`src/rtl/uartPkg.sv`:
```
// uart package: frame, baud and fifo constants, vector types, serial fsm states
package uartPkg;

	//////////////////////////////
	// frame format
	//////////////////////////////
	localparam int dataBits = 8;			// data bits per frame
	localparam int sbTick = 16;			// stop ticks, 16 = one stop bit
	localparam int overSample = 16;		// ticks per bit

	//////////////////////////////
	// baud rate
	//////////////////////////////
	localparam int baudDivisor = 4;		// clocks per tick, small for short sims
	localparam int baudCntWidth = 2;		// divider counter width

	//////////////////////////////
	// fifo geometry
	//////////////////////////////
	localparam int fifoDepth = 16;
	localparam int fifoAddrWidth = 4;		// log2 of depth
	localparam int fifoCntWidth = 5;		// one extra bit so full is countable

	// status byte bit positions, bits 7..5 read zero
	localparam int statRxNotEmpty = 0;
	localparam int statRxFull = 1;
	localparam int statTxEmpty = 2;
	localparam int statTxFull = 3;
	localparam int statRxOverrun = 4;

	//////////////////////////////
	// types
	//////////////////////////////
	typedef logic [dataBits-1:0] uartByte;		// one data byte
	typedef logic [fifoAddrWidth-1:0] fifoPtr;	// read / write pointer
	typedef logic [fifoCntWidth-1:0] fifoCnt;	// occupancy 0..fifoDepth
	typedef logic [3:0] tickCnt;			// oversampling tick counter
	typedef logic [2:0] bitCnt;			// data bit index
	typedef logic [baudCntWidth-1:0] baudCnt;	// baud divider count

	// shared by receiver and transmitter
	typedef enum logic [1:0] {
		idle,		// line high, waiting
		start,		// start bit
		data,		// data bits
		stop		// stop bit
	} uartState;

endpackage

```
`src/rtl/baudTickGen.sv`:
```
// baud tick generator: free running divider giving one oversampling tick per baudDivisor clocks
`timescale 1ns/10ps

module baudTickGen (
	input  logic clk,
	input  logic reset,
	output logic sTick		// one clock wide
);

	uartPkg::baudCnt divCnt;	// counts 0..baudDivisor-1

	always_ff @(posedge clk or posedge reset)
	begin
		if (reset)
		begin
			divCnt <= '0;
			sTick <= 1'b0;
		end
		else if (divCnt == uartPkg::baudCnt'(uartPkg::baudDivisor - 1))
		begin
			divCnt <= '0;		// wrap
			sTick <= 1'b1;		// tick on wrap
		end
		else
		begin
			divCnt <= divCnt + 1'b1;
			sTick <= 1'b0;
		end
	end

	//////////////////////////////
	// checks
	//////////////////////////////

	// ticks come exactly baudDivisor clocks apart
	tickPeriod: assert property (@(posedge clk) disable iff (reset)
		sTick |=> (!sTick [*uartPkg::baudDivisor-1]) ##1 sTick);

endmodule

```
`src/rtl/uartFifo.sv`:
```
// byte fifo: first word fall through, 16 entries, occupancy counter with empty and full flags
`timescale 1ns/10ps

module uartFifo (
	input  logic clk,
	input  logic reset,
	input  logic push,			// write strobe
	input  logic pop,			// read strobe
	input  uartPkg::uartByte din,
	output uartPkg::uartByte dout,		// head of queue
	output logic empty,
	output logic full
);

	uartPkg::uartByte mem [uartPkg::fifoDepth];	// storage, no reset
	uartPkg::fifoPtr wrPtr, rdPtr;
	uartPkg::fifoCnt count;			// entries held
	logic doPush, doPop;

	// strobes on a full / empty queue are dropped here
	assign doPush = push && !full;
	assign doPop = pop && !empty;

	//////////////////////////////
	// pointers and count
	//////////////////////////////
	always_ff @(posedge clk or posedge reset)
	begin
		if (reset)
		begin
			wrPtr <= '0;
			rdPtr <= '0;
			count <= '0;
		end
		else
		begin
			if (doPush)
				wrPtr <= wrPtr + 1'b1;		// wraps at depth
			if (doPop)
				rdPtr <= rdPtr + 1'b1;
			case ({doPush, doPop})
				2'b10: count <= count + 1'b1;
				2'b01: count <= count - 1'b1;
				default: count <= count;	// both or neither
			endcase
		end
	end

	//////////////////////////////
	// storage
	//////////////////////////////
	always_ff @(posedge clk)
	begin
		if (doPush)
			mem[wrPtr] <= din;
	end

	assign dout = mem[rdPtr];		// head visible without a pop
	assign empty = (count == '0);
	assign full = (count == uartPkg::fifoCnt'(uartPkg::fifoDepth));

	//////////////////////////////
	// checks
	//////////////////////////////
	countBound: assert property (@(posedge clk) disable iff (reset)
		count <= uartPkg::fifoCnt'(uartPkg::fifoDepth));

	notEmptyAndFull: assert property (@(posedge clk) disable iff (reset)
		!(empty && full));

endmodule

```
`src/rtl/uartPeriph.sv`:
```
// uart peripheral top: tick generator, receiver, transmitter, rx and tx fifos, overrun, status
`timescale 1ns/10ps

module uartPeriph (
	input  logic clk,
	input  logic reset,
	input  logic rx,			// serial in
	output logic tx,			// serial out
	input  logic wrStrobe,			// processor write, pushes tx fifo
	input  uartPkg::uartByte wrData,
	input  logic rdStrobe,			// processor read, pops rx fifo
	output uartPkg::uartByte rdData,	// rx fifo head
	output uartPkg::uartByte status
);

	logic sTick;
	logic rxDoneTick, rxPush;
	uartPkg::uartByte rxByte;
	logic rxEmpty, rxFull;
	logic txEmpty, txFull;
	logic txStart, txDoneTick;
	uartPkg::uartByte txHead;
	logic overrun;				// sticky until reset
	logic txBusy;				// frame in flight

	//////////////////////////////
	// serial side
	//////////////////////////////
	baudTickGen u_tickGen (.clk(clk), .reset(reset), .sTick(sTick));

	uartRec u_rec (
		.clk(clk), .reset(reset), .sTick(sTick), .rx(rx),
		.rxDoneTick(rxDoneTick), .dOut(rxByte)
	);

	uartTrans u_trans (
		.clk(clk), .reset(reset), .sTick(sTick),
		.txReady(!txEmpty), .din(txHead),
		.txStart(txStart), .txDoneTick(txDoneTick), .tx(tx)
	);

	//////////////////////////////
	// queues
	//////////////////////////////
	assign rxPush = rxDoneTick && !rxFull;	// full queue drops the frame

	uartFifo rxFifo (
		.clk(clk), .reset(reset), .push(rxPush), .pop(rdStrobe),
		.din(rxByte), .dout(rdData), .empty(rxEmpty), .full(rxFull)
	);

	uartFifo txFifo (
		.clk(clk), .reset(reset), .push(wrStrobe), .pop(txStart),
		.din(wrData), .dout(txHead), .empty(txEmpty), .full(txFull)
	);

	// overrun flag and transmit activity
	always_ff @(posedge clk or posedge reset)
	begin
		if (reset)
		begin
			overrun <= 1'b0;
			txBusy <= 1'b0;
		end
		else
		begin
			if (rxDoneTick && rxFull)
				overrun <= 1'b1;	// byte lost
			if (txStart)
				txBusy <= 1'b1;
			else if (txDoneTick)
				txBusy <= 1'b0;		// stop bit finished
		end
	end

	// status byte, upper bits zero
	always_comb
	begin
		status = '0;
		status[uartPkg::statRxNotEmpty] = !rxEmpty;
		status[uartPkg::statRxFull] = rxFull;
		status[uartPkg::statTxEmpty] = txEmpty;
		status[uartPkg::statTxFull] = txFull;
		status[uartPkg::statRxOverrun] = overrun;
	end

	//////////////////////////////
	// checks
	//////////////////////////////
	// the line idles high between frames
	lineIdle: assert property (@(posedge clk) disable iff (reset)
		!txBusy |-> tx);

endmodule

```
`src/rtl/uartRec.sv`:
```
// uart receiver: 16x oversampled serial input, start bit centering, lsb first shift in
`timescale 1ns/10ps

module uartRec (
	input  logic clk,
	input  logic reset,
	input  logic sTick,			// oversampling tick
	input  logic rx,			// serial line, idle high
	output logic rxDoneTick,		// one cycle, byte ready
	output uartPkg::uartByte dOut		// last received byte
);

	uartPkg::uartState stateReg, stateNext;
	uartPkg::tickCnt sReg, sNext;		// tick counter within a bit
	uartPkg::bitCnt nReg, nNext;		// data bit counter
	uartPkg::uartByte bReg, bNext;		// shift register

	//////////////////////////////
	// state registers
	//////////////////////////////
	always_ff @(posedge clk or posedge reset)
	begin
		if (reset)
		begin
			stateReg <= uartPkg::idle;
			sReg <= '0;
			nReg <= '0;
		end
		else
		begin
			stateReg <= stateNext;
			sReg <= sNext;
			nReg <= nNext;
		end
	end

	// data shifter, payload only
	always_ff @(posedge clk)
	begin
		bReg <= bNext;
	end

	//////////////////////////////
	// next state logic
	//////////////////////////////
	always_comb
	begin
		stateNext = stateReg;
		sNext = sReg;
		nNext = nReg;
		bNext = bReg;
		rxDoneTick = 1'b0;
		case (stateReg)
			uartPkg::idle:
				if (!rx)				// falling edge, frame begins
				begin
					stateNext = uartPkg::start;
					sNext = '0;
				end
			uartPkg::start:
				if (sTick)
				begin
					// middle of start bit
					if (sReg == uartPkg::tickCnt'(uartPkg::overSample/2 - 1))
					begin
						stateNext = uartPkg::data;
						sNext = '0;
						nNext = '0;
					end
					else
						sNext = sReg + 1'b1;
				end
			uartPkg::data:
				if (sTick)
				begin
					if (sReg == uartPkg::tickCnt'(uartPkg::overSample - 1))	// mid bit
					begin
						sNext = '0;
						bNext = {rx, bReg[uartPkg::dataBits-1:1]};	// lsb first
						if (nReg == uartPkg::bitCnt'(uartPkg::dataBits - 1))
							stateNext = uartPkg::stop;	// all bits in
						else
							nNext = nReg + 1'b1;
					end
					else
						sNext = sReg + 1'b1;
				end
			uartPkg::stop:
				if (sTick)
				begin
					if (sReg == uartPkg::tickCnt'(uartPkg::sbTick - 1))
					begin
						stateNext = uartPkg::idle;
						rxDoneTick = 1'b1;		// stop bit not checked
					end
					else
						sNext = sReg + 1'b1;
				end
			default:
				stateNext = uartPkg::idle;
		endcase
	end

	assign dOut = bReg;

	//////////////////////////////
	// checks
	//////////////////////////////

	// done only on a stop tick, and the fsm is back in idle afterwards
	doneInStop: assert property (@(posedge clk) disable iff (reset)
		rxDoneTick |-> (sTick && stateReg == uartPkg::stop) ##1 (stateReg == uartPkg::idle));

	// start counts to half a bit, data to a full bit
	tickBound: assert property (@(posedge clk) disable iff (reset)
		(stateReg != uartPkg::stop) |->
		(sReg <= ((stateReg == uartPkg::start) ? 4'd7 : 4'd15)));

endmodule

```
`src/rtl/uartTrans.sv`:
```
// uart transmitter: start bit, lsb first data bits and stop bit at 16 ticks per bit
`timescale 1ns/10ps

module uartTrans (
	input  logic clk,
	input  logic reset,
	input  logic sTick,			// oversampling tick
	input  logic txReady,			// tx fifo not empty
	input  uartPkg::uartByte din,		// fifo head byte
	output logic txStart,			// one cycle, pops the fifo
	output logic txDoneTick,		// end of stop bit
	output logic tx				// serial line, registered
);

	uartPkg::uartState stateReg, stateNext;
	uartPkg::tickCnt sReg, sNext;
	uartPkg::bitCnt nReg, nNext;
	uartPkg::uartByte bReg, bNext;		// outgoing shift register
	logic txReg, txNext;

	//////////////////////////////
	// state registers
	//////////////////////////////
	always_ff @(posedge clk or posedge reset)
	begin
		if (reset)
		begin
			stateReg <= uartPkg::idle;
			sReg <= '0;
			nReg <= '0;
			txReg <= 1'b1;			// line idles high
		end
		else
		begin
			stateReg <= stateNext;
			sReg <= sNext;
			nReg <= nNext;
			txReg <= txNext;
		end
	end

	always_ff @(posedge clk)
	begin
		bReg <= bNext;
	end

	//////////////////////////////
	// next state logic
	//////////////////////////////
	// line level changes together with the state, so every bit is one full bit time
	always_comb
	begin
		stateNext = stateReg;
		sNext = sReg;
		nNext = nReg;
		bNext = bReg;
		txNext = txReg;
		txStart = 1'b0;
		txDoneTick = 1'b0;
		case (stateReg)
			uartPkg::idle:
			begin
				txNext = 1'b1;
				if (txReady && sTick)		// start on a tick boundary
				begin
					stateNext = uartPkg::start;
					sNext = '0;
					bNext = din;		// grab head byte
					txNext = 1'b0;		// start bit
					txStart = 1'b1;
				end
			end
			uartPkg::start:
				if (sTick)
				begin
					if (sReg == uartPkg::tickCnt'(uartPkg::overSample - 1))
					begin
						stateNext = uartPkg::data;
						sNext = '0;
						nNext = '0;
						txNext = bReg[0];	// first data bit
					end
					else
						sNext = sReg + 1'b1;
				end
			uartPkg::data:
				if (sTick)
				begin
					if (sReg == uartPkg::tickCnt'(uartPkg::overSample - 1))
					begin
						sNext = '0;
						bNext = bReg >> 1;
						if (nReg == uartPkg::bitCnt'(uartPkg::dataBits - 1))
						begin
							stateNext = uartPkg::stop;
							txNext = 1'b1;	// stop level
						end
						else
						begin
							nNext = nReg + 1'b1;
							txNext = bReg[1];	// next bit up
						end
					end
					else
						sNext = sReg + 1'b1;
				end
			uartPkg::stop:
				if (sTick)
				begin
					if (sReg == uartPkg::tickCnt'(uartPkg::sbTick - 1))
					begin
						stateNext = uartPkg::idle;
						txDoneTick = 1'b1;
					end
					else
						sNext = sReg + 1'b1;
				end
			default:
				stateNext = uartPkg::idle;
		endcase
	end

	assign tx = txReg;

	//////////////////////////////
	// checks
	//////////////////////////////
	idleHigh: assert property (@(posedge clk) disable iff (reset)
		(stateReg == uartPkg::idle) |-> tx);

	// a pop happens only from idle and the start bit follows at once
	startFromIdle: assert property (@(posedge clk) disable iff (reset)
		txStart |-> (stateReg == uartPkg::idle) ##1 (stateReg == uartPkg::start && !tx));

endmodule

```
`config.mk`:
```
export PLATFORM = sky130hd
export DESIGN_NAME = uartPeriph
export DESIGN_NICKNAME = d
export VERILOG_FILES = /design/src/rtl/uartPkg.sv /design/src/rtl/baudTickGen.sv /design/src/rtl/uartFifo.sv /design/src/rtl/uartPeriph.sv /design/src/rtl/uartRec.sv /design/src/rtl/uartTrans.sv
export SDC_FILE = /design/constraint.sdc
export NUM_CORES = 1
export LEC_CHECK = 0
export BUFFER_PORTS_ARGS = -buffer_cell sky130_fd_sc_hd__buf_2
export CAP_MARGIN = 20
export CORE_MARGIN = 3
export CORE_UTILIZATION = 30
export DETAILED_ROUTE_END_ITERATION = 10
export GPL_TIMING_DRIVEN = 0
export MAX_ROUTING_LAYER = met4
export PLACE_DENSITY = 0.45
export SLEW_MARGIN = 20
export SYNTH_ARGS = -nofsm -noshare
export SYNTH_HDL_FRONTEND = slang
export SYNTH_SLANG_ARGS = --single-unit
```
`constraint.sdc`:
```
create_clock -name clk -period 2.7 [get_ports clk]
set_clock_uncertainty 0.05 [all_clocks]
set_input_delay 0.405 -clock clk [delete_from_list [all_inputs] [get_ports clk]]
set_output_delay 0.405 -clock clk [all_outputs]
set_load 0.03 [all_outputs]
```
==> results.sh, run 1 <==
export IMPL_detail_route_wl_per_cell_microns=19.5
export IMPL_tritoncts="yes"
export IMPL_ys_seq_area_share_pct=69.8
export IMPL_hold_path_class="primary input to register"
export IMPL_post_route_standard_cell_area_excluding_fillers_sq_um=16000
export IMPL_vias=6695
export IMPL_max_slew_worst_pin_slew_ns=1.03
export IMPL_coreArea_sq_um=43700
export IMPL_finalNetCount=898
export IMPL_drive_gt1_share_pct=30.0
export IMPL_yosys_most_used_dff="sky130_fd_sc_hd__edfxtp_1"
export IMPL_synthMostInstantiatedCell="sky130_fd_sc_hd__edfxtp_1"
export IMPL_slew_headroom_pct=31.3
export IMPL_drt_total_wl_microns=28400
export IMPL_grt_start_max_net_pins=50
export IMPL_clkTransAtPathRegs_ns=0.06
export IMPL_final_max_slew_viol_count=0
export IMPL_antenna_diode_count=0
export IMPL_grt_first_pass_wirelength_microns=43300
export IMPL_postRouteAntennaNets=0
export IMPL_synth_top_area_share_pct=60.7
export IMPL_max_freq_mhz=341
export IMPL_post_route_period_util_pct=108
export IMPL_n_fill_cell=4163
export IMPL_worstSkewPairLatency_ns=0.53
export IMPL_finalCriticalPeriod_ns=2.93
export IMPL_worst_path_max_delay_cell="sky130_fd_sc_hd__mux4_2"
export IMPL_max_stage_delay_ns=0.55
export IMPL_worst_endpoint_arrival_ns=2.47
export IMPL_synthTopCellsByCount="272 x sky130_fd_sc_hd__edfxtp_1, 48 x sky130_fd_sc_hd__dfrtp_1, 47 x sky130_fd_sc_hd__nand2_1, 43 x sky130_fd_sc_hd__mux4_2, 36 x sky130_fd_sc_hd__ha_1"
export IMPL_post_route_non_filler_standard_cell_count=1458
export IMPL_first_pass_iters=4
export IMPL_reg2reg_to="txFifo.count[4]"
export IMPL_top_level_ports=30
export IMPL_grt_antenna_before_repair=0
export IMPL_synthCells=744
export IMPL_worst_setup_path_type="register to output pin"
export IMPL_timing_reg2reg_worst_path_depth=10
export IMPL_place_inst=1368
export IMPL_total_leakage_power_nw=5.54
export IMPL_initial_core_util_pct=30.8
export IMPL_cp_required_ns=2.25
export IMPL_grt_util_all_layers_pct=12.4
export IMPL_final_util_pct=36.6
export IMPL_clock_tree_htree_level_count=2
export IMPL_final_setup_viol_count=8
export IMPL_detail_route_iter0_violations=479
export IMPL_cp_max_fo=6
export IMPL_rsz0062_at_grt="true"
export IMPL_area_growth_synth_to_final_pct=19.1
export IMPL_timing_reg2reg_setup_slack_ns=0.01
export IMPL_yosysWarningCount=0
export IMPL_hold_violations=0
export IMPL_setup_worst_path_end_class="output pin"
export IMPL_failed_checks="negative setup slack"
export IMPL_hold_path_cell_count=1
export IMPL_gr_total_overflow=0
export IMPL_setup_ws_post_layout_ns=-0.229
export IMPL_drt_drc_violations_left=0
export IMPL_critPathMostFrequentCell="sky130_fd_sc_hd__mux4_2"
export IMPL_gp_congestion=0.736
export IMPL_synth_seq_cells=321
export IMPL_whs_ns=0.0394
export IMPL_worst_hold_path_endpoint="u_rec.dOut[7]"
export IMPL_fin_tns_setup_ns=-1.66
export IMPL_portBuffers=26
export IMPL_die_area_sq_um=47500
export IMPL_synth_cell_area_sq_um=13500
export IMPL_cts_sinks=321
export IMPL_synth_edff_count=272
export IMPL_rows=76
export IMPL_die_height_microns=218
export IMPL_critical_path_startpoint_type="register"
export IMPL_grt_pass1_vias=6982
export IMPL_cap_viol_max_count=0
export IMPL_path_cells="buf_12 > clkbuf_16 > mux4_2 > mux4_2 > buf_6"
export IMPL_via_density=4.59
export IMPL_ys_async_sr_fraction_pct=15.3
export IMPL_worstReg2RegStart="txFifo.count[1]"
export IMPL_min_delay_start="rx"
export IMPL_floorplan_die_width_microns=218
export IMPL_cts_buffer_count=36
export IMPL_synth_largest_area_cell="sky130_fd_sc_hd__edfxtp_1"
export IMPL_outcome="finished with violations"
export IMPL_synth_cell_types=53
export IMPL_syn_avg_cell_area_sq_um=18.1
export IMPL_netlist_top_cells_area="sky130_fd_sc_hd__edfxtp_1 61%, sky130_fd_sc_hd__dfrtp_1 8.9%, sky130_fd_sc_hd__mux4_2 7.2%"
export IMPL_detailed_place_hpwl_microns=17800
export IMPL_cellPowerDensity_nw_per_um2=991
export IMPL_buffer_levels_on_the_longest_clock_path=3
export IMPL_vdd_ir_drop_max_mv=0.615
export IMPL_clk_root_buffer_cell="sky130_fd_sc_hd__clkbuf_16"
export IMPL_postPlaceCellArea_sq_um=14500
logic make-up (layout without fill, tap and decap cells):
logic type / Yosys count / count (layout) / share of synthesized area, %
simple gates: 140 / 140 / 5.14
other cells: 1 / 3 / 0.0279
fa+ha+maj: 38 / 38 / 3.64
compound gates: 68 / 68 / 3.23
mux: 91 / 91 / 14.5
buf+inv: 64 / 191 / 2.35
flops: 321 / 321 / 69.8
xor+xnor: 21 / 21 / 1.37
layout make-up:
cell class / instances / area (sq um) / area share, %
plain buffers: 37 / 253 / 1.58
flip-flops and latches: 321 / 9400 / 58.6
inverters: 24 / 100 / 0.624
well taps: 585 / 732 / 4.57
clock buffers: 47 / 942 / 5.88
multi-input cells: 361 / 3860 / 24.1
repair buffers: 66 / 547 / 3.41
clock inverters: 17 / 199 / 1.24
through the flow:
step | total power [mW] | setup WS (ns)
2_1_floorplan | 9.38 | -0.00595
3_3_place_gp | 10.6 | -1.10
3_5_place_dp | 10.6 | -0.372
4_1_cts | 15.9 | -0.301
5_1_grt | 16.7 | -0.290
6_report | 15.9 | -0.229
power by group:
part	internal [mW]	leakage, nW	switching [mW]
logic	2.40	1.92	2.52
clock network	2.79	0.555	2.00
registers	5.89	3.07	0.288
how the worst max path moves through the flow:
stage / slack (ns) / to / from
finish: -0.23 / rdData[1] / rxFifo.rdPtr[0]
global route: -0.29 / rdData[4] / rxFifo.rdPtr[0]
CTS: -0.30 / rdData[4] / rxFifo.rdPtr[0]
detailed placement: -0.37 / rxFifo.count[4] / u_rec.sReg[1]
global placement: -1.10 / rxFifo.mem[3][0] / u_rec.sReg[0]
floorplan: -0.006 / rxFifo.count[4] / rxFifo.count[1]
timing repair:
action,CTS,global route
pin swaps,11,7
hold endpoints to repair,48,0
cloned,0,4
setup endpoints to repair,52,10
setup buffers,11,13
gates resized for setup,59,18
hold buffers,1,0
registers in the layout, summed over array words and instances (netlist names), 4 cells and up:
| register | count |
|---|---|
| u_trans.sReg | 4 |
| txFifo.mem | 128 |
| u_trans.bReg | 8 |
| txFifo.count | 5 |
| rxFifo.rdPtr | 4 |
| rxFifo.mem | 128 |
| u_rec.dOut | 8 |
| rxFifo.wrPtr | 4 |
| rxFifo.count | 5 |
| u_rec.sReg | 4 |
| txFifo.wrPtr | 4 |
| txFifo.rdPtr | 4 |
layout by cell type (no fill, tap or decap), drive strengths merged, types with 3 or more instances in the layout:
master,synthesis,layout
mux2,7,7
inv,24,26
nor3,9,9
conb,1,3
mux4,73,73
and2,12,12
o21ai,31,31
nand3,9,9
mux2i,11,11
xor2,6,6
bufinv,0,3
xnor2,15,15
clkbuf,16,64
buf,24,85
ha,36,36
and3,4,4
a21o,6,6
clkinv,0,11
nand2,47,47
nand2b,3,3
nand4,5,5
or2,3,3
nor2,29,29
edfxtp,272,272
o221ai,7,7
nor4,8,8
nor3b,3,3
a21oi,13,13
dfrtp,48,48
worst max-delay path, delay by kind of cell (launching register included):
family	cells	cell delay, ns
buffers and inverters	3	0.47
flip-flops	1	0.42
multiplexers	2	1.04
per-layer routing:
metal	vias up	wire (microns)	share of wire (%)	global-route usage (%)
met5	-	0	0	-
met4	0	465	1.6	2.94
met3	36	1090	3.8	2.15
met2	110	14300	50	20.8
met1	3427	12500	44	15.7
li1	3122	-	-	-
Power figures use the tool's default switching activity.
==> run 2, diff against run 1 <==
--- a/config.mk
+++ b/config.mk
@@ -17,3 +17,4 @@
 export SYNTH_ARGS = -nofsm -noshare
 export SYNTH_HDL_FRONTEND = slang
 export SYNTH_SLANG_ARGS = --single-unit
+export TNS_END_PERCENT = 50
==> run 2 against run 1 <==
The run still ends with negative setup slack left. Routed wire length shrank 0.70%. Utilization shrank 0.27 points. Non-clock buffer count shrank 11. Highest routed layer unchanged.
==> results.sh, run 2 (synthesis results as in run 1) <==
export IMPL_via_density=4.62
export IMPL_grt_util_all_layers_pct=12.4
export IMPL_critical_path_startpoint_type="register"
export IMPL_global_route_usage_met2_pct=20.8
export IMPL_power_switching_mw=4.78
export IMPL_clockPowerShare_pct=30.3
export IMPL_setup_ws_post_layout_ns=-0.229
export IMPL_hold_violations=0
export IMPL_initial_core_util_pct=30.8
export IMPL_worstReg2RegStart="txFifo.count[3]"
export IMPL_cts_sinks=321
export IMPL_grt_antenna_before_repair=0
export IMPL_detailed_place_hpwl_microns=17800
export IMPL_cap_viol_max_count=0
export IMPL_final_max_slew_viol_count=0
export IMPL_power_share_switching_pct=30.2
export IMPL_grt_start_max_net_pins=50
export IMPL_global_route_peak_usage_layer="met2"
export IMPL_detail_route_wl_per_cell_microns=19.5
export IMPL_largest_registers="rxFifo.mem: 128 flops, txFifo.mem: 128 flops"
export IMPL_max_slew_worst_pin_slew_ns=0.998
export IMPL_fin_total_pwr_mw=15.8
export IMPL_post_route_period_util_pct=108
export IMPL_portBuffers=26
export IMPL_cp_startpoint="rxFifo.rdPtr[0]"
export IMPL_vias=6688
export IMPL_setup_worst_path_end_class="output pin"
export IMPL_hold_path_class="primary input to register"
export IMPL_worst_setup_path_type="register to output pin"
export IMPL_rows=76
export IMPL_post_route_standard_cell_area_excluding_fillers_sq_um=15900
export IMPL_gr_total_overflow=0
export IMPL_top_level_ports=30
export IMPL_layout_cells_most_common_list="272 x sky130_fd_sc_hd__edfxtp_1, 69 x sky130_fd_sc_hd__mux4_2, 46 x sky130_fd_sc_hd__nand2_1, 44 x sky130_fd_sc_hd__dfrtp_1, 40 x sky130_fd_sc_hd__clkbuf_16"
export IMPL_cts_buffer_count=36
export IMPL_tritoncts="yes"
export IMPL_grt_pass1_vias=6982
export IMPL_grt_use_met1_pct=15.7
export IMPL_timing_reg2reg_worst_path_depth=10
export IMPL_cp_max_fo=6
export IMPL_p_comb_share_pct=30.6
export IMPL_drt_total_wl_microns=28200
export IMPL_die_area_sq_um=47500
export IMPL_post_route_non_filler_standard_cell_count=1447
export IMPL_total_leakage_power_nw=5.49
export IMPL_gp_congestion=0.736
export IMPL_finalCriticalPeriod_ns=2.93
export IMPL_finalNetCount=887
export IMPL_die_height_microns=218
export IMPL_detail_route_iter0_violations=476
export IMPL_intPower_mw=11.0
export IMPL_grt_first_pass_wirelength_microns=43300
export IMPL_first_pass_iters=4
export IMPL_timing_reg2reg_setup_slack_ns=-0.04
export IMPL_buffer_levels_on_the_longest_clock_path=3
export IMPL_rsz0062_at_grt="true"
export IMPL_postRouteAntennaNets=0
export IMPL_layout_cells_most_common="sky130_fd_sc_hd__edfxtp_1"
export IMPL_postPlaceCellArea_sq_um=14500
export IMPL_clk_root_buffer_cell="sky130_fd_sc_hd__clkbuf_16"
export IMPL_crit_path_end="rdData[1]"
export IMPL_place_ws_ns=-0.372
export IMPL_max_freq_mhz=341
export IMPL_final_setup_viol_count=9
export IMPL_outcome="finished with violations"
export IMPL_fin_tns_setup_ns=-1.69
export IMPL_clkTransAtPathRegs_ns=0.06
export IMPL_reg2reg_to="txFifo.count[4]"
export IMPL_seq_power_share_pct=39.1
export IMPL_worstSkewPairLatency_ns=0.53
export IMPL_coreArea_sq_um=43700
export IMPL_place_inst=1368
export IMPL_cellPowerDensity_nw_per_um2=993
export IMPL_clock_tree_htree_level_count=2
export IMPL_area_growth_synth_to_final_pct=18.2
export IMPL_slew_headroom_pct=33.2
export IMPL_cp_required_ns=2.25
export IMPL_floorplan_die_width_microns=218
export IMPL_drive_gt1_share_pct=28.5
export IMPL_drt_drc_violations_left=0
export IMPL_antenna_diode_count=0
export IMPL_vdd_ir_drop_max_mv=0.615
export IMPL_met3_usage_grt_pct=2.15
export IMPL_worst_endpoint_arrival_ns=2.47
export IMPL_failed_checks="negative setup slack"
run 2: worst min path at each step:
stage | start | depth (start not counted) | endpoint
floorplan | u_tickGen.divCnt[0] | 1 | u_tickGen.divCnt[0]
global placement | u_tickGen.divCnt[0] | 1 | u_tickGen.divCnt[0]
detailed placement | u_tickGen.divCnt[0] | 1 | u_tickGen.divCnt[0]
CTS | rx | 1 | u_rec.dOut[7]
global route | rx | 1 | u_rec.dOut[7]
finish | rx | 1 | u_rec.dOut[7]
run 2: timing repair:
action | CTS | global route
buffers inserted | 11 | 2
pin swaps | 11 | 2
hold endpoints to repair | 48 | 0
hold buffers | 1 | 0
gates cloned | 0 | 4
resized for setup | 59 | 10
endpoints found under the setup margin | 52 | 10
run 2: critical path: stages, from the launching register on:
cell and delay (ns):
sky130_fd_sc_hd__dfrtp_2 0.42, sky130_fd_sc_hd__buf_12 0.16, sky130_fd_sc_hd__clkbuf_16 0.16, sky130_fd_sc_hd__mux4_2 0.55
sky130_fd_sc_hd__mux4_2 0.49, sky130_fd_sc_hd__buf_6 0.15
run 2: per-stage QoR:
step	utilization (%)	hold WS [ns]
2_1_floorplan	-	0.353
3_3_place_gp	32.9	0.363
3_5_place_dp	33.2	0.373
4_1_cts	36.1	0.0159
5_1_grt	36.4	0.0226
6_report	36.4	0.0378
run 2: cell type report:
cell class / instances / area (sq um)
multi-input combinational: 361 / 3820
timing repair buffer: 55 / 464
fill: 4166 / 27800
inverter: 24 / 95.1
tap: 585 / 732
sequential: 321 / 9400
clock buffer: 47 / 942
clock inverter: 17 / 199
buffer: 37 / 253
run 2: power groups by stage:
stage	Combinational (mW)	Sequential, mW	Clock [mW]
2_1_floorplan	3.19	6.19	0
5_1_grt	5.28	6.23	5.15
6_report	4.84	6.18	4.78
4_1_cts	4.74	6.17	4.94
3_5_place_dp	4.39	6.25	0
3_3_place_gp	4.34	6.25	0
run 2: per-layer routing:
metal	share of wire [%]	wire, microns
met4	1.7	480
met3	3.7	1050
met1	44	12400
met2	51	14200
met5	0	0
==> run 3, diff against run 2 <==
--- a/config.mk
+++ b/config.mk
@@ -9,10 +9,11 @@
 export CAP_MARGIN = 20
 export CORE_MARGIN = 3
 export CORE_UTILIZATION = 30
+export CTS_BUF_LIST = sky130_fd_sc_hd__clkbuf_16
 export DETAILED_ROUTE_END_ITERATION = 10
 export GPL_TIMING_DRIVEN = 0
-export MAX_ROUTING_LAYER = met4
 export PLACE_DENSITY = 0.45
+export SKIP_LAST_GASP = 1
 export SLEW_MARGIN = 20
 export SYNTH_ARGS = -nofsm -noshare
 export SYNTH_HDL_FRONTEND = slang
==> run 3 against run 2 <==
The run still ends with negative setup slack left. Final cell count is the same. Sequential cell count is the same. Utilization is essentially flat. Register-to-register slack is essentially flat. Die area is the same. First-iteration DRC count grew 16%. Worst setup slack lost 0.023 ns. Combinational power shrank 1%. Power shrank 0.58%. Clock power shrank 0.8%. Clock-buffer cell count shrank 11. Maximum frequency shrank 0.78%. Highest routed layer unchanged.
==> results.sh, run 3 (synthesis results as in run 1) <==
export IMPL_max_stage_delay_ns=0.56
export IMPL_setup_ws_post_layout_ns=-0.252
export IMPL_via_density=4.64
export IMPL_path_cells="buf_12 > clkbuf_16 > mux4_2 > mux4_2 > buf_6"
export IMPL_buffer_levels_on_the_longest_clock_path=3
export IMPL_failed_checks="negative setup slack"
export IMPL_tritoncts="yes"
export IMPL_worst_endpoint_arrival_ns=2.50
export IMPL_drt_drc_violations_left=0
export IMPL_timing_reg2reg_setup_slack_ns=-0.03
export IMPL_final_seq_area_sq_um=9400
export IMPL_clock_tree_htree_level_count=2
export IMPL_cts_sinks=321
export IMPL_detailed_place_hpwl_microns=17800
export IMPL_cp_required_ns=2.25
export IMPL_gr_total_overflow=0
export IMPL_timing_reg2reg_worst_path_depth=10
export IMPL_antenna_diode_count=0
export IMPL_reg2reg_to="txFifo.count[4]"
export IMPL_vias=6709
export IMPL_n_fill_cell=4165
export IMPL_coreArea_sq_um=43700
export IMPL_post_route_non_filler_standard_cell_count=1447
export IMPL_worst_setup_path_type="register to output pin"
export IMPL_multi_input_area_sq_um=3820
export IMPL_slew_headroom_pct=32.7
export IMPL_cts_buffer_count=36
export IMPL_rows=76
export IMPL_drive_gt1_share_pct=28.4
export IMPL_total_leakage_power_nw=5.53
export IMPL_final_util_pct=36.3
export IMPL_worstReg2RegStart="txFifo.count[3]"
export IMPL_largest_registers="rxFifo.mem: 128 flops, txFifo.mem: 128 flops"
export IMPL_outcome="finished with violations"
export IMPL_fin_tns_setup_ns=-1.85
export IMPL_grt_antenna_before_repair=0
export IMPL_post_route_period_util_pct=109
export IMPL_grt_first_pass_wirelength_microns=43200
export IMPL_postPlaceCellArea_sq_um=14500
export IMPL_max_freq_mhz=339
export IMPL_cap_viol_max_count=0
export IMPL_finalNetCount=887
export IMPL_detail_route_wl_per_cell_microns=19.5
export IMPL_detail_route_iter0_violations=552
export IMPL_vdd_ir_drop_max_mv=0.554
export IMPL_hold_violations=0
export IMPL_area_growth_synth_to_final_pct=18.1
export IMPL_portBuffers=26
export IMPL_final_setup_viol_count=9
export IMPL_place_inst=1368
export IMPL_worstSkewPairLatency_ns=0.53
export IMPL_top_level_ports=30
export IMPL_first_pass_iters=4
export IMPL_clk_root_buffer_cell="sky130_fd_sc_hd__clkbuf_16"
export IMPL_cellPowerDensity_nw_per_um2=988
export IMPL_hold_path_class="primary input to register"
export IMPL_floorplan_die_width_microns=218
export IMPL_initial_core_util_pct=30.8
export IMPL_final_max_slew_viol_count=0
export IMPL_post_route_standard_cell_area_excluding_fillers_sq_um=15900
export IMPL_critical_path_startpoint_type="register"
export IMPL_cp_max_fo=6
export IMPL_critical_path_top_delay_family="multiplexers"
export IMPL_setup_worst_path_end_class="output pin"
export IMPL_clkTransAtPathRegs_ns=0.06
export IMPL_worst_hold_path_endpoint="u_rec.dOut[7]"
export IMPL_grt_util_all_layers_pct=12.0
export IMPL_postRouteAntennaNets=0
export IMPL_gp_congestion=0.727
export IMPL_max_slew_worst_pin_slew_ns=1.01
export IMPL_die_height_microns=218
export IMPL_cp_num_buf_inv=3
export IMPL_grt_start_max_net_pins=50
export IMPL_die_area_sq_um=47500
export IMPL_finalCriticalPeriod_ns=2.95
export IMPL_layout_cells_most_common="sky130_fd_sc_hd__edfxtp_1"
export IMPL_layout_cells_most_common_list="272 x sky130_fd_sc_hd__edfxtp_1, 69 x sky130_fd_sc_hd__mux4_2, 46 x sky130_fd_sc_hd__nand2_1, 44 x sky130_fd_sc_hd__dfrtp_1, 40 x sky130_fd_sc_hd__clkbuf_16"
export IMPL_min_delay_start="rx"
export IMPL_critPathMostFrequentCell="sky130_fd_sc_hd__mux4_2"
export IMPL_worst_path_max_delay_cell="sky130_fd_sc_hd__mux4_2"
export IMPL_grt_pass1_vias=6980
export IMPL_drt_total_wl_microns=28300
export IMPL_rsz0062_at_grt="true"
export IMPL_hold_path_cell_count=1
-- run 3: cell types whose count changed in the layout (fill, tap and decap cells not counted), sizes merged --
| cell | before | now |
|---|---|---|
| clkbuf | 64 | 53 |
| inv | 27 | 38 |
-- run 3: through the flow --
step           setup slack [ns]  power [mW]  hold WS, ns
6_report                 -0.252        15.7       0.0358
5_1_grt                  -0.317        16.6       0.0226
4_1_cts                  -0.312        15.7       0.0159
3_5_place_dp             -0.372        10.6        0.373
3_3_place_gp              -1.10        10.6        0.363
2_1_floorplan          -0.00595        9.38        0.353
-- run 3: power by group --
group          internal, mW  total, mW  switching [mW]
logic                  2.30       4.79            2.49
clock network          2.74       4.74            1.99
registers              5.89       6.18           0.289
total                  10.9       15.7            4.77
-- run 3: worst register-to-register path, cell delays in order, from the launching register on --
cell	delay, ns
sky130_fd_sc_hd__dfrtp_1	0.40
sky130_fd_sc_hd__or4_4	0.57
sky130_fd_sc_hd__o21ai_4	0.17
sky130_fd_sc_hd__nor2_4	0.08
sky130_fd_sc_hd__ha_4	0.19
sky130_fd_sc_hd__ha_4	0.25
sky130_fd_sc_hd__nor2b_1	0.12
sky130_fd_sc_hd__o21ai_1	0.18
sky130_fd_sc_hd__a21oi_1	0.11
sky130_fd_sc_hd__or3b_4	0.37
sky130_fd_sc_hd__xnor2_1	0.13
-- run 3: what timing repair did --
action                                  in CTS  in global routing
hold endpoints to repair                    48                  0
hold buffers                                 1                  0
endpoints found under the setup margin      52                 10
gates resized for setup                     46                 19
buffers inserted                            11                  2
gates cloned                                 0                  4
pin swaps                                   11                  0
-- run 3: area by class of cell --
type | count | share of cell area (%)
Timing Repair Buffer | 55 | 2.82
Inverter | 24 | 0.598
Buffer | 37 | 1.59
Sequential cell | 321 | 59.1
Tap cell | 585 | 4.61
Clock buffer | 36 | 5.67
Multi-Input combinational cell | 361 | 24.1
Clock inverter | 28 | 1.51
-- run 3: worst max-delay path by stage --
stage	from	to	slack, ns	cells past startpoint
after floorplan	rxFifo.count[1]	rxFifo.count[4]	-0.006	11
after global placement	u_rec.sReg[0]	rxFifo.mem[3][0]	-1.10	6
after detailed placement	u_rec.sReg[1]	rxFifo.count[4]	-0.37	12
after CTS	rxFifo.rdPtr[0]	rdData[3]	-0.31	5
after global routing	rxFifo.rdPtr[0]	rdData[0]	-0.32	5
final	rxFifo.rdPtr[0]	rdData[1]	-0.25	5
-- run 3: routing by layer --
layer,wire length [microns],GRT usage (%),vias to the layer above,part of all wire [%]
met5,0,0,-,0
met2,14300,20.9,106,51
li1,-,-,3105,-
met3,982,2.15,36,3.5
met4,463,2.94,0,1.6
met1,12500,15.6,3462,44
